--- config.mk ---
export PLATFORM = sky130hd
export DESIGN_NAME = blocking_cache
export DESIGN_NICKNAME = d
export VERILOG_FILES = /design/src/rtl/cache_pkg.sv /design/src/rtl/cache_tag_array.sv /design/src/rtl/cache_data_array.sv /design/src/rtl/cache_ctrl.sv /design/src/rtl/blocking_cache.sv
export SDC_FILE = /design/constraint.sdc
export NUM_CORES = 2
export LEC_CHECK = 0
export BUFFER_PORTS_ARGS = -buffer_cell sky130_fd_sc_hd__buf_2
export CAP_MARGIN = 30
export CORE_MARGIN = 8
export CORE_UTILIZATION = 40
export CTS_CLUSTER_DIAMETER = 120
export DETAILED_ROUTE_END_ITERATION = 12
export SLEW_MARGIN = 0
export SYNTH_ARGS = -nofsm -noshare
export SYNTH_HDL_FRONTEND = slang
export SYNTH_HIERARCHICAL = 1
export SYNTH_SLANG_ARGS = --single-unit
--- constraint.sdc ---
create_clock -name clk -period 15 [get_ports clk]
set_input_delay 2.25 -clock clk [delete_from_list [all_inputs] [get_ports clk]]
set_output_delay 2.25 -clock clk [all_outputs]
set_load 0.02 [all_outputs]
--- src/rtl/cache_pkg.sv ---
package cache_pkg;

  // ----------------------------------------
  // geometry
  // ----------------------------------------

  // byte address and processor word
  localparam int addr_w   = 32;
  localparam int word_w   = 32;
  // one memory transfer is a whole line
  localparam int line_w   = 128;
  localparam int opaque_w = 8;

  // 256 bytes as 16 lines of 16 bytes
  localparam int num_lines  = 16;
  localparam int index_w    = 4;
  // byte offset bits inside a line
  localparam int offset_w   = 4;
  // word position inside a line
  localparam int word_sel_w = 2;
  // remaining upper address bits
  localparam int tag_w      = addr_w - index_w - offset_w;

  // ----------------------------------------
  // encodings
  // ----------------------------------------

  // message type on all four ports
  typedef enum logic [2:0] {
    read  = 3'd0,
    write = 3'd1,
    init  = 3'd2
  } mem_type_e;

  // controller states
  typedef enum logic [2:0] {
    idle        = 3'd0,
    tag_check   = 3'd1,
    evict_req   = 3'd2,
    evict_wait  = 3'd3,
    refill_req  = 3'd4,
    refill_wait = 3'd5,
    resp        = 3'd6
  } cache_state_e;

  // ----------------------------------------
  // messages
  // ----------------------------------------

  // processor side request
  typedef struct packed {
    mem_type_e             msg_type;
    logic [opaque_w-1:0]   opaque;
    logic [addr_w-1:0]     addr;
    logic [word_w-1:0]     data;
  } cache_req_t;

  // processor side response, data only meaningful for reads
  typedef struct packed {
    mem_type_e             msg_type;
    logic [opaque_w-1:0]   opaque;
    logic [word_w-1:0]     data;
  } cache_resp_t;

  // memory side request
  // addr is the byte address of the line with the offset bits zero
  typedef struct packed {
    mem_type_e             msg_type;
    logic [opaque_w-1:0]   opaque;
    logic [addr_w-1:0]     addr;
    logic [line_w-1:0]     data;
  } mem_req_t;

  // memory side response
  typedef struct packed {
    mem_type_e             msg_type;
    logic [opaque_w-1:0]   opaque;
    logic [line_w-1:0]     data;
  } mem_resp_t;

endpackage

--- src/rtl/cache_tag_array.sv ---
`timescale 1ns/1ps

module cache_tag_array (
  input  logic                          clk,
  input  logic                          rst_n,
  input  logic [cache_pkg::index_w-1:0] index,
  input  logic [cache_pkg::tag_w-1:0]   tag,
  input  logic                          fill_en,
  input  logic                          write_mark_en,
  output logic                          hit,
  output logic                          victim_dirty,
  output logic [cache_pkg::tag_w-1:0]   victim_tag
);

  // per line state
  logic [cache_pkg::num_lines-1:0] valid;
  logic [cache_pkg::num_lines-1:0] dirty;
  logic [cache_pkg::tag_w-1:0]     tags [cache_pkg::num_lines];

  // ----------------------------------------
  // valid and dirty bits
  // ----------------------------------------

  always_ff @(posedge clk)
  begin
    if (!rst_n)
    begin
      valid <= '0;
      dirty <= '0;
    end
    else if (fill_en)
    begin
      // fresh line from memory is clean
      valid[index] <= 1'b1;
      dirty[index] <= 1'b0;
    end
    else if (write_mark_en)
    begin
      dirty[index] <= 1'b1;
    end
  end

  // tag storage
  always_ff @(posedge clk)
  begin
    if (fill_en)
      tags[index] <= tag;
  end

  // ----------------------------------------
  // lookup
  // ----------------------------------------

  assign hit          = valid[index] && (tags[index] == tag);
  // only a valid line needs a writeback
  assign victim_dirty = valid[index] && dirty[index];
  assign victim_tag   = tags[index];

endmodule

--- src/rtl/cache_data_array.sv ---
`timescale 1ns/1ps

module cache_data_array (
  input  logic                             clk,
  input  logic [cache_pkg::index_w-1:0]    index,
  input  logic [cache_pkg::word_sel_w-1:0] word_sel,
  input  logic                             fill_en,
  input  logic [cache_pkg::line_w-1:0]     fill_line,
  input  logic                             word_wr_en,
  input  logic [cache_pkg::word_w-1:0]     wr_word,
  output logic [cache_pkg::word_w-1:0]     rd_word,
  output logic [cache_pkg::line_w-1:0]     victim_line
);

  // line storage
  logic [cache_pkg::line_w-1:0] lines [cache_pkg::num_lines];

  // addressed line
  logic [cache_pkg::line_w-1:0] cur_line;

  // ----------------------------------------
  // write side
  // ----------------------------------------

  always_ff @(posedge clk)
  begin
    if (fill_en)
    begin
      // refill overwrites the whole line
      lines[index] <= fill_line;
    end
    else if (word_wr_en)
    begin
      // merge one word into its slot
      lines[index][word_sel*cache_pkg::word_w +: cache_pkg::word_w] <= wr_word;
    end
  end

  // ----------------------------------------
  // read side
  // ----------------------------------------

  assign cur_line = lines[index];

  // word 0 sits in the low bits of the line
  always_comb
  begin
    rd_word = cur_line[word_sel*cache_pkg::word_w +: cache_pkg::word_w];
  end

  // whole line for eviction
  assign victim_line = cur_line;

endmodule

--- src/rtl/cache_ctrl.sv ---
`timescale 1ns/1ps

module cache_ctrl (
  input  logic                             clk,
  input  logic                             rst_n,
  // processor request
  input  cache_pkg::cache_req_t            cache_req,
  input  logic                             cache_req_val,
  output logic                             cache_req_rdy,
  // processor response
  output cache_pkg::cache_resp_t           cache_resp,
  output logic                             cache_resp_val,
  input  logic                             cache_resp_rdy,
  // memory request
  output cache_pkg::mem_req_t              mem_req,
  output logic                             mem_req_val,
  input  logic                             mem_req_rdy,
  // memory response
  input  cache_pkg::mem_resp_t             mem_resp,
  input  logic                             mem_resp_val,
  output logic                             mem_resp_rdy,
  // tag array
  input  logic                             hit,
  input  logic                             victim_dirty,
  input  logic [cache_pkg::tag_w-1:0]      victim_tag,
  // data array
  input  logic [cache_pkg::word_w-1:0]     rd_word,
  input  logic [cache_pkg::line_w-1:0]     victim_line,
  // array addressing
  output logic [cache_pkg::index_w-1:0]    index,
  output logic [cache_pkg::tag_w-1:0]      tag,
  output logic [cache_pkg::word_sel_w-1:0] word_sel,
  // array updates
  output logic                             tag_fill_en,
  output logic                             write_mark_en,
  output logic                             data_fill_en,
  output logic                             word_wr_en,
  output logic [cache_pkg::line_w-1:0]     fill_line,
  output logic [cache_pkg::word_w-1:0]     wr_word
);

  cache_pkg::cache_state_e state;
  cache_pkg::cache_state_e state_nxt;

  // accepted request, held until the response leaves
  cache_pkg::cache_req_t req_q;
  // word returned to the processor
  logic [cache_pkg::word_w-1:0] resp_data_q;

  // write and init both store a word
  logic is_store;

  // ----------------------------------------
  // address split
  // ----------------------------------------

  assign word_sel = req_q.addr[cache_pkg::offset_w-1 -: cache_pkg::word_sel_w];
  assign index    = req_q.addr[cache_pkg::offset_w +: cache_pkg::index_w];
  assign tag      = req_q.addr[cache_pkg::offset_w+cache_pkg::index_w +: cache_pkg::tag_w];

  assign is_store = (req_q.msg_type == cache_pkg::write) ||
                    (req_q.msg_type == cache_pkg::init);

  // ----------------------------------------
  // registers
  // ----------------------------------------

  always_ff @(posedge clk)
  begin
    if (!rst_n)
      state <= cache_pkg::idle;
    else
      state <= state_nxt;
  end

  // capture on the accepting edge
  always_ff @(posedge clk)
  begin
    if (cache_req_val && cache_req_rdy)
      req_q <= cache_req;
  end

  // read data taken at the hit
  always_ff @(posedge clk)
  begin
    if (state == cache_pkg::tag_check && hit)
      resp_data_q <= is_store ? '0 : rd_word;
  end

  // ----------------------------------------
  // next state
  // ----------------------------------------

  always_comb
  begin
    state_nxt = state;
    case (state)
      cache_pkg::idle:
      begin
        if (cache_req_val)
          state_nxt = cache_pkg::tag_check;
      end
      cache_pkg::tag_check:
      begin
        // dirty victim goes out before the refill
        if (hit)
          state_nxt = cache_pkg::resp;
        else if (victim_dirty)
          state_nxt = cache_pkg::evict_req;
        else
          state_nxt = cache_pkg::refill_req;
      end
      cache_pkg::evict_req:
      begin
        if (mem_req_rdy)
          state_nxt = cache_pkg::evict_wait;
      end
      cache_pkg::evict_wait:
      begin
        if (mem_resp_val)
          state_nxt = cache_pkg::refill_req;
      end
      cache_pkg::refill_req:
      begin
        if (mem_req_rdy)
          state_nxt = cache_pkg::refill_wait;
      end
      cache_pkg::refill_wait:
      begin
        // second lookup is a hit
        if (mem_resp_val)
          state_nxt = cache_pkg::tag_check;
      end
      cache_pkg::resp:
      begin
        if (cache_resp_rdy)
          state_nxt = cache_pkg::idle;
      end
      default:
      begin
        state_nxt = cache_pkg::idle;
      end
    endcase
  end

  // ----------------------------------------
  // handshakes and array strobes
  // ----------------------------------------

  assign cache_req_rdy  = (state == cache_pkg::idle);
  assign cache_resp_val = (state == cache_pkg::resp);
  assign mem_req_val    = (state == cache_pkg::evict_req) ||
                          (state == cache_pkg::refill_req);
  assign mem_resp_rdy   = (state == cache_pkg::evict_wait) ||
                          (state == cache_pkg::refill_wait);

  // store hit merges the word and marks the line
  assign word_wr_en    = (state == cache_pkg::tag_check) && hit && is_store;
  assign write_mark_en = word_wr_en;
  // refill lands when memory answers
  assign data_fill_en  = (state == cache_pkg::refill_wait) && mem_resp_val;
  assign tag_fill_en   = data_fill_en;

  assign fill_line = mem_resp.data;
  assign wr_word   = req_q.data;

  // ----------------------------------------
  // messages
  // ----------------------------------------

  // type and opaque echo the request
  assign cache_resp.msg_type = req_q.msg_type;
  assign cache_resp.opaque   = req_q.opaque;
  assign cache_resp.data     = resp_data_q;

  always_comb
  begin
    mem_req.opaque = req_q.opaque;
    if (state == cache_pkg::evict_req)
    begin
      // writeback address rebuilt from the stored tag
      mem_req.msg_type = cache_pkg::write;
      mem_req.addr     = {victim_tag, index, {cache_pkg::offset_w{1'b0}}};
      mem_req.data     = victim_line;
    end
    else
    begin
      // line that holds the requested word
      mem_req.msg_type = cache_pkg::read;
      mem_req.addr     = {req_q.addr[cache_pkg::addr_w-1:cache_pkg::offset_w],
                          {cache_pkg::offset_w{1'b0}}};
      mem_req.data     = '0;
    end
  end

endmodule

--- src/rtl/blocking_cache.sv ---
`timescale 1ns/1ps

module blocking_cache (
  input  logic                   clk,
  input  logic                   rst_n,
  // processor side
  input  cache_pkg::cache_req_t  cache_req,
  input  logic                   cache_req_val,
  output logic                   cache_req_rdy,
  output cache_pkg::cache_resp_t cache_resp,
  output logic                   cache_resp_val,
  input  logic                   cache_resp_rdy,
  // memory side
  output cache_pkg::mem_req_t    mem_req,
  output logic                   mem_req_val,
  input  logic                   mem_req_rdy,
  input  cache_pkg::mem_resp_t   mem_resp,
  input  logic                   mem_resp_val,
  output logic                   mem_resp_rdy
);

  // ----------------------------------------
  // array lookup results
  // ----------------------------------------

  logic                             hit;
  logic                             victim_dirty;
  logic [cache_pkg::tag_w-1:0]      victim_tag;
  logic [cache_pkg::word_w-1:0]     rd_word;
  logic [cache_pkg::line_w-1:0]     victim_line;

  // addressing and updates from the controller
  logic [cache_pkg::index_w-1:0]    index;
  logic [cache_pkg::tag_w-1:0]      tag;
  logic [cache_pkg::word_sel_w-1:0] word_sel;
  logic                             tag_fill_en;
  logic                             write_mark_en;
  logic                             data_fill_en;
  logic                             word_wr_en;
  logic [cache_pkg::line_w-1:0]     fill_line;
  logic [cache_pkg::word_w-1:0]     wr_word;

  // ----------------------------------------
  // instances
  // ----------------------------------------

  cache_ctrl i_cache_ctrl (
    .clk            (clk),
    .rst_n          (rst_n),
    .cache_req      (cache_req),
    .cache_req_val  (cache_req_val),
    .cache_req_rdy  (cache_req_rdy),
    .cache_resp     (cache_resp),
    .cache_resp_val (cache_resp_val),
    .cache_resp_rdy (cache_resp_rdy),
    .mem_req        (mem_req),
    .mem_req_val    (mem_req_val),
    .mem_req_rdy    (mem_req_rdy),
    .mem_resp       (mem_resp),
    .mem_resp_val   (mem_resp_val),
    .mem_resp_rdy   (mem_resp_rdy),
    .hit            (hit),
    .victim_dirty   (victim_dirty),
    .victim_tag     (victim_tag),
    .rd_word        (rd_word),
    .victim_line    (victim_line),
    .index          (index),
    .tag            (tag),
    .word_sel       (word_sel),
    .tag_fill_en    (tag_fill_en),
    .write_mark_en  (write_mark_en),
    .data_fill_en   (data_fill_en),
    .word_wr_en     (word_wr_en),
    .fill_line      (fill_line),
    .wr_word        (wr_word)
  );

  // valid, dirty and tag per line
  cache_tag_array i_cache_tag_array (
    .clk           (clk),
    .rst_n         (rst_n),
    .index         (index),
    .tag           (tag),
    .fill_en       (tag_fill_en),
    .write_mark_en (write_mark_en),
    .hit           (hit),
    .victim_dirty  (victim_dirty),
    .victim_tag    (victim_tag)
  );

  // line data
  cache_data_array i_cache_data_array (
    .clk         (clk),
    .index       (index),
    .word_sel    (word_sel),
    .fill_en     (data_fill_en),
    .fill_line   (fill_line),
    .word_wr_en  (word_wr_en),
    .wr_word     (wr_word),
    .rd_word     (rd_word),
    .victim_line (victim_line)
  );

endmodule

## Yosys cells after proc, flatten, opt, wreduce, memory -nomap -nowiden

Memory sizes are Yosys's and may differ from the RTL's. A register that Yosys moved wholly into a read port is not among the register bits.
Cells that the tools add are included.

- Word-level logic and storage cells: 330
- Bits in writable memories: 2432
- Memories: 2
- Input bits: 220
- Register bits: 142

Memory list:

| name | words | bits a word | rd ports | clocked after Yosys merged registers in | wr ports | RTL line | text |
|---|---|---|---|---|---|---|---|
| i_cache_data_array.lines | 16 | 128 | 1 | 1 | 1 | cache_data_array.sv:16 | `logic [cache_pkg::line_w-1:0] lines [cache_pkg::num_lines];` |
| i_cache_tag_array.tags | 16 | 24 | 1 | 1 | 1 | cache_tag_array.sv:18 | `logic [cache_pkg::tag_w-1:0] tags [cache_pkg::num_lines];` |

- Bitwise gates (word level): 132
- $lt $le $gt $ge: 2
- Reductions and logical operators: 13
- Equal/unequal tests: 15
- Multiplexer cells: 154
- $add $sub $neg: 1
- Shift operators: 3

Operators by type and width:

| kind | count |
|---|---|
| two-way mux 160 bit | 1 |
| two-way mux 1 bit | 136 |
| two-way mux 128 bit | 1 |
| bitwise OR 1 bit | 128 |
| variable shift 32 x 34 -> 128 bit, first input constant | 1 |
| indexed part select 128 x 8 -> 32 bit | 1 |
| indexed part select 32 x 34 -> 128 bit | 1 |
| negation 7 -> 34 bit | 1 |
| two-way mux 16 bit | 2 |
| bitwise OR 16 bit | 2 |
| equality test 24 bit | 1 |
| two-way mux 3 bit | 8 |
| case mux 3 bit (7 select lines) | 1 |
| AND 16 bit | 1 |
| NOT 16 bit | 1 |
| != test 2 bit, second input constant | 5 |
| equality test 3 x 2 -> 1 bit, second input constant | 3 |
| equality test 3 bit, second input constant | 3 |
| binary-select mux 1 bit (select 4 bit) | 2 |
| two-way mux 4 bit | 2 |
| logical AND 1 bit | 7 |
| equality test 3 x 1 -> 1 bit, second input constant | 2 |
| AND reduction 6 bit | 1 |
| < comparator 4 x 5 -> 1 bit, second input constant | 1 |
| 6 further kinds | 8 |

## Logic depth before layout (Yosys ltp)

- Depth in word-level cells: 9
- Mapped depth: 17
- Depth with buffers taken out: 13

## Modules after synthesis

Netlist, hierarchy kept.

By module, submodules not included:

| module | cells each | area an instance (µm²) | seq. area each (µm²) | times used |
|---|---|---|---|---|
| cache_data_array | 3498 | 78673.0 | 61499.0 | 1 |
| cache_tag_array | 874 | 16948.8 | 12171.7 | 1 |
| cache_ctrl | 514 | 6110.9 | 3213.1 | 1 |

## Worst setup path after synthesis

OpenSTA, ideal clock, no wires.

- Kind: register to register
- Start point: register i_cache_ctrl.req_q (netlist bit i_cache_ctrl/index[3])
- End point: memory i_cache_data_array/lines[3][100] (netlist bit), enable pin
- Cell stages (with the launch flop): 13
- Buffers on the path: 2
- Path slack: 8150 ps
- Library setup time: 461 ps
- Data arrival time: 6389 ps
- Cells stage by stage: edfxtp_1 -> buf_2 -> buf_1 -> mux4_2 -> mux2_2 -> o2bb2ai_1 -> a22o_1 -> nor3_2 -> o2111a_1 -> nor3b_2 -> and2_1 -> a21oi_1 -> nor3_1

- Longest elaborated chain between the ends: 9

RTL lines:

| element | RTL line | text |
|---|---|---|
| from (decl) | cache_ctrl.sv:46 | `cache_pkg::cache_req_t req_q;` |
| from (signal assigned) | cache_ctrl.sv:80 | `req_q <= cache_req;` |
| binary-select mux 1 bit (select 4 bit) | cache_tag_array.sv:54 | `assign hit = valid[index] && (tags[index] == tag);` |
| two-way mux 1 bit (implied by the code) | cache_tag_array.sv:54 |  |
| logical AND 1 bit | cache_tag_array.sv:54 |  |
| named net hit | blocking_cache.sv:26 | `logic hit;` |
| logical AND 1 bit (2 in a row) | cache_ctrl.sv:158 | `assign word_wr_en = (state == cache_pkg::tag_check) && hit && is_store;` |
| named net word_wr_en | blocking_cache.sv:39 | `logic word_wr_en;` |
| two-way mux 1 bit | cache_data_array.sv:32 | `else if (word_wr_en)` |
| two-way mux 1 bit | cache_data_array.sv:27 | `if (fill_en)` |
| two-way mux 128 bit (implied by the code) | cache_data_array.sv:35 | `lines[index][word_sel*cache_pkg::word_w +: cache_pkg::word_w] <= wr_word;` |
| bitwise OR 1 bit (no line) | - |  |
| to (decl) | cache_data_array.sv:16 |  |

The timed path passes the listed nets, and every way through them passes these cells. The select of a mux whose other input is x is not followed.

==> flow_metrics.tcl <==
set metrics [dict create \
    outcome "completed" \
    cts.sinks 2572 \
    portBuffers 418 \
    slowest_delay_ns 0.81 \
    synth_edf_count 2537 \
    crit_chain "buf_4 -> buf_4 -> buf_4 -> buf_4 -> buf_12 -> buf_4 -> mux4_2 -> a22oi_1 -> nand2_1 -> and3_1 -> buf_2" \
    grt_pass1_wl_mm 414 \
    finalWorstSetupSlack_ns 5.35 \
    clk_pin_slew_ns 0.06 \
    start_util_pct 40.1 \
    ys_seq_area_share_pct 75.6 \
    grtUsageMet2_pct 35.5 \
    antenna_left 0 \
    post_cts_resized 0 \
    clk-insertion-delay-late_ns 0.94 \
    fmax_ghz 0.104 \
    rsz0062_at_grt "false" \
    vias 52800 \
    worstPathArrival_ns 7.40 \
    tns_ns 0 \
    ys_async_sr_fraction_pct 0 \
    critPathBufInv 7 \
    wirelength_mm 301 \
    synthCells 4886 \
    finalSetupViolations 0 \
    cap_violations 0 \
    synth_most_common_cell "edfxtp_1" \
    cts.hold.buffers_added 0 \
    place_ws_ns 6.20 \
    synth_seq_cells 2572 \
    drc 0 \
    synth_top_flop_cell "edfxtp_1" \
    grt_usage_pct 21.6 \
    drt-wirelength-per-cell_um 33.8 \
    dp_hpwl_mm 177 \
    place_area_mm2 0.108 \
    syn_area_per_cell_um2 20.8 \
    fin_area_mm2 0.117 \
    coreArea_mm2 0.253 \
    grt_remaining_overflow 0 \
    finalPower_uw 16200 \
    grt_start_max_net_pins 117 \
    min_period_over_period_pct 64.3 \
    vias_per_cell 5.94 \
    cts.path.max_buffers 4 \
    hp-class "flop to flop" \
    synth_area_leaders "edfxtp_1 (75%), mux4_2 (13%), a22oi_1 (2.5%), buf_4 (1.2%), a22o_1 (1.1%)" \
    end_kind "output port" \
    hold_violations 0 \
    synth_commonest_cells "edfxtp_1 (2,537), mux4_2 (602), a22oi_1 (337), nand2_1 (218), buf_4 (166)" \
    syn_area_mm2 0.102 \
    fp.dieH_um 520 \
    fin_skew_ns 0.0926 \
    crit_fanout 116 \
    worstSetupPathType "flop to output port" \
    busiest_layer "met2" \
    gr-usage-met3_pct 4.41 \
    rows 185 \
    post-cts-setup-buffer-count 0 \
    final_layout_size_suffix_gt1_share_pct 31.1 \
    yosysWarningCount 6 \
    ios 438 \
    cts_root_buffer "clkbuf_16" \
    reg2reg_slack_ns 6.20 \
    period_needed_ns 9.65 \
    nets 5555 \
    grt_pass1_vias 52800 \
    p_per_area_mw_per_mm2 139 \
    gp_congestion 0.862 \
    ff2ff_path_depth 18 \
    irDropWorstVdd_uv 137 \
    worstPathRequired_ns 12.75 \
    relSlewSlack_pct 8.40 \
    syn_to_final_growth_pct 14.7 \
    synth.distinct_cells 68 \
    crit_path_frequent_cell "buf_4" \
    tritoncts "done" \
    whs_path_depth 1 \
    antenna_found_initial 22 \
    path_depth 11 \
    drt_first_iter_violations 6072 \
    use_met1_pct 27.4 \
    die_width_um 520 \
    synth_top_cell_by_area "edfxtp_1" \
    dr.pass1.iters 6 \
    maxSlewViolCount 0 \
    slowest_stage "buf_4" \
    critPathTopFamily "buffers and inverters" \
    whs_ns 0.462 \
    crit_path_start_kind "flop" \
    cts_max_level 5 \
    die_area_mm2 0.271 \
    tightest_slew_ns 1.37 \
    cts_buffers 280 \
    leakagePower_uw 0.0381 \
    synth_top_cell_area_share_pct 74.9 \
]
-- worst register-to-register path, stage by stage (launching register included) --
cell      delay (ns)
edfxtp_1        0.31
buf_4           0.54
buf_4           0.68
buf_4           0.82
mux4_2          0.64
o21ai_0         0.49
xnor2_1         0.18
nand4_1         0.11
nor3_1          0.16
o2111a_1        0.35
nor3b_4         0.22
buf_4           0.49
and2_1          0.96
nor2b_1         0.48
nand2_2         0.46
buf_16          0.33
nor2_4          0.10
buf_4           0.47
a22o_1          0.68
-- power by group --
group	total, uW	internal [uW]	switching, uW
Clock	6520	3830	2690
Sequential	8070	7970	98.9
Combinational	1660	573	1090
Total	16200	12400	3870
-- logic make-up after synthesis --
| logic type | share of synthesized area (%) |
|---|---|
| flip-flops | 75.6 |
| multiplexers | 14.6 |
| other | 0.00369 |
| adder cells (fa/ha/maj) | 0.0615 |
| AO/OA/AOI/OAI | 4.18 |
| buffers and inverters | 2.62 |
| XOR/XNOR | 0.257 |
| AND/OR/NAND/NOR | 2.73 |
-- sequential cells by signal (all words and copies together), names as in the netlist, named ones only --
name                      cells
i_cache_tag_array/tags      384
i_cache_ctrl/index            4
i_cache_data_array/lines   2048
i_cache_ctrl/tag             24
i_cache_ctrl/word_sel         2
i_cache_tag_array/valid      16
i_cache_ctrl/wr_word         32
i_cache_ctrl/cache_resp      11
i_cache_ctrl/state            3
i_cache_ctrl/resp_data_q     32
-- cell usage in the layout, fill, tap and decap left out, types with 37 or more instances in the layout --
cell and instances:
mux2i_1 60, a22o_1 129, and3_1 130, a22oi_1 337, clkbuf_16 284, buf_2 418, clkinv_1 53, nand2_1 214
clkinv_2 37, nor2_4 81, clkbuf_1 55, edfxtp_1 2537, buf_4 147, mux4_2 602
-- routing by layer --
metal,wire (um),vias up,share of wire (%)
met5,35,-,0.012
met4,18400,6,6.1
met3,25700,598,8.5
met2,146000,2599,48
met1,111000,28400,37
li1,-,21200,-
-- layout make-up --
type | instances | area [um^2]
Fill cell | 21200 | 137000
Antenna cell | 21 | 52.6
Multi-Input combinational cell | 1859 | 22900
Clock inverter | 122 | 1130
Tap cell | 3366 | 4210
Clock buffer | 344 | 7380
Sequential cell | 2572 | 76900
Timing Repair Buffer | 601 | 4010
Inverter | 16 | 60.1
-- through the flow --
stage                     cells  util, %
after detailed placement   8406     42.6
after global placement     8381     42.4
after CTS                  8872     45.9
after global routing       8882     46.0
after floorplan            4891        -
final                      8901     46.0
-- path summary, 6_finish.rpt --
path | start | to
max reg2reg | i_cache_ctrl/index[1] | i_cache_data_array/lines[3][9]
max | i_cache_ctrl/index[1] | mem_req[100]
min reg2reg | i_cache_tag_array/valid[9] | i_cache_tag_array/valid[9]
min | i_cache_tag_array/valid[9] | i_cache_tag_array/valid[9]
(Power assumes the default switching activity.)
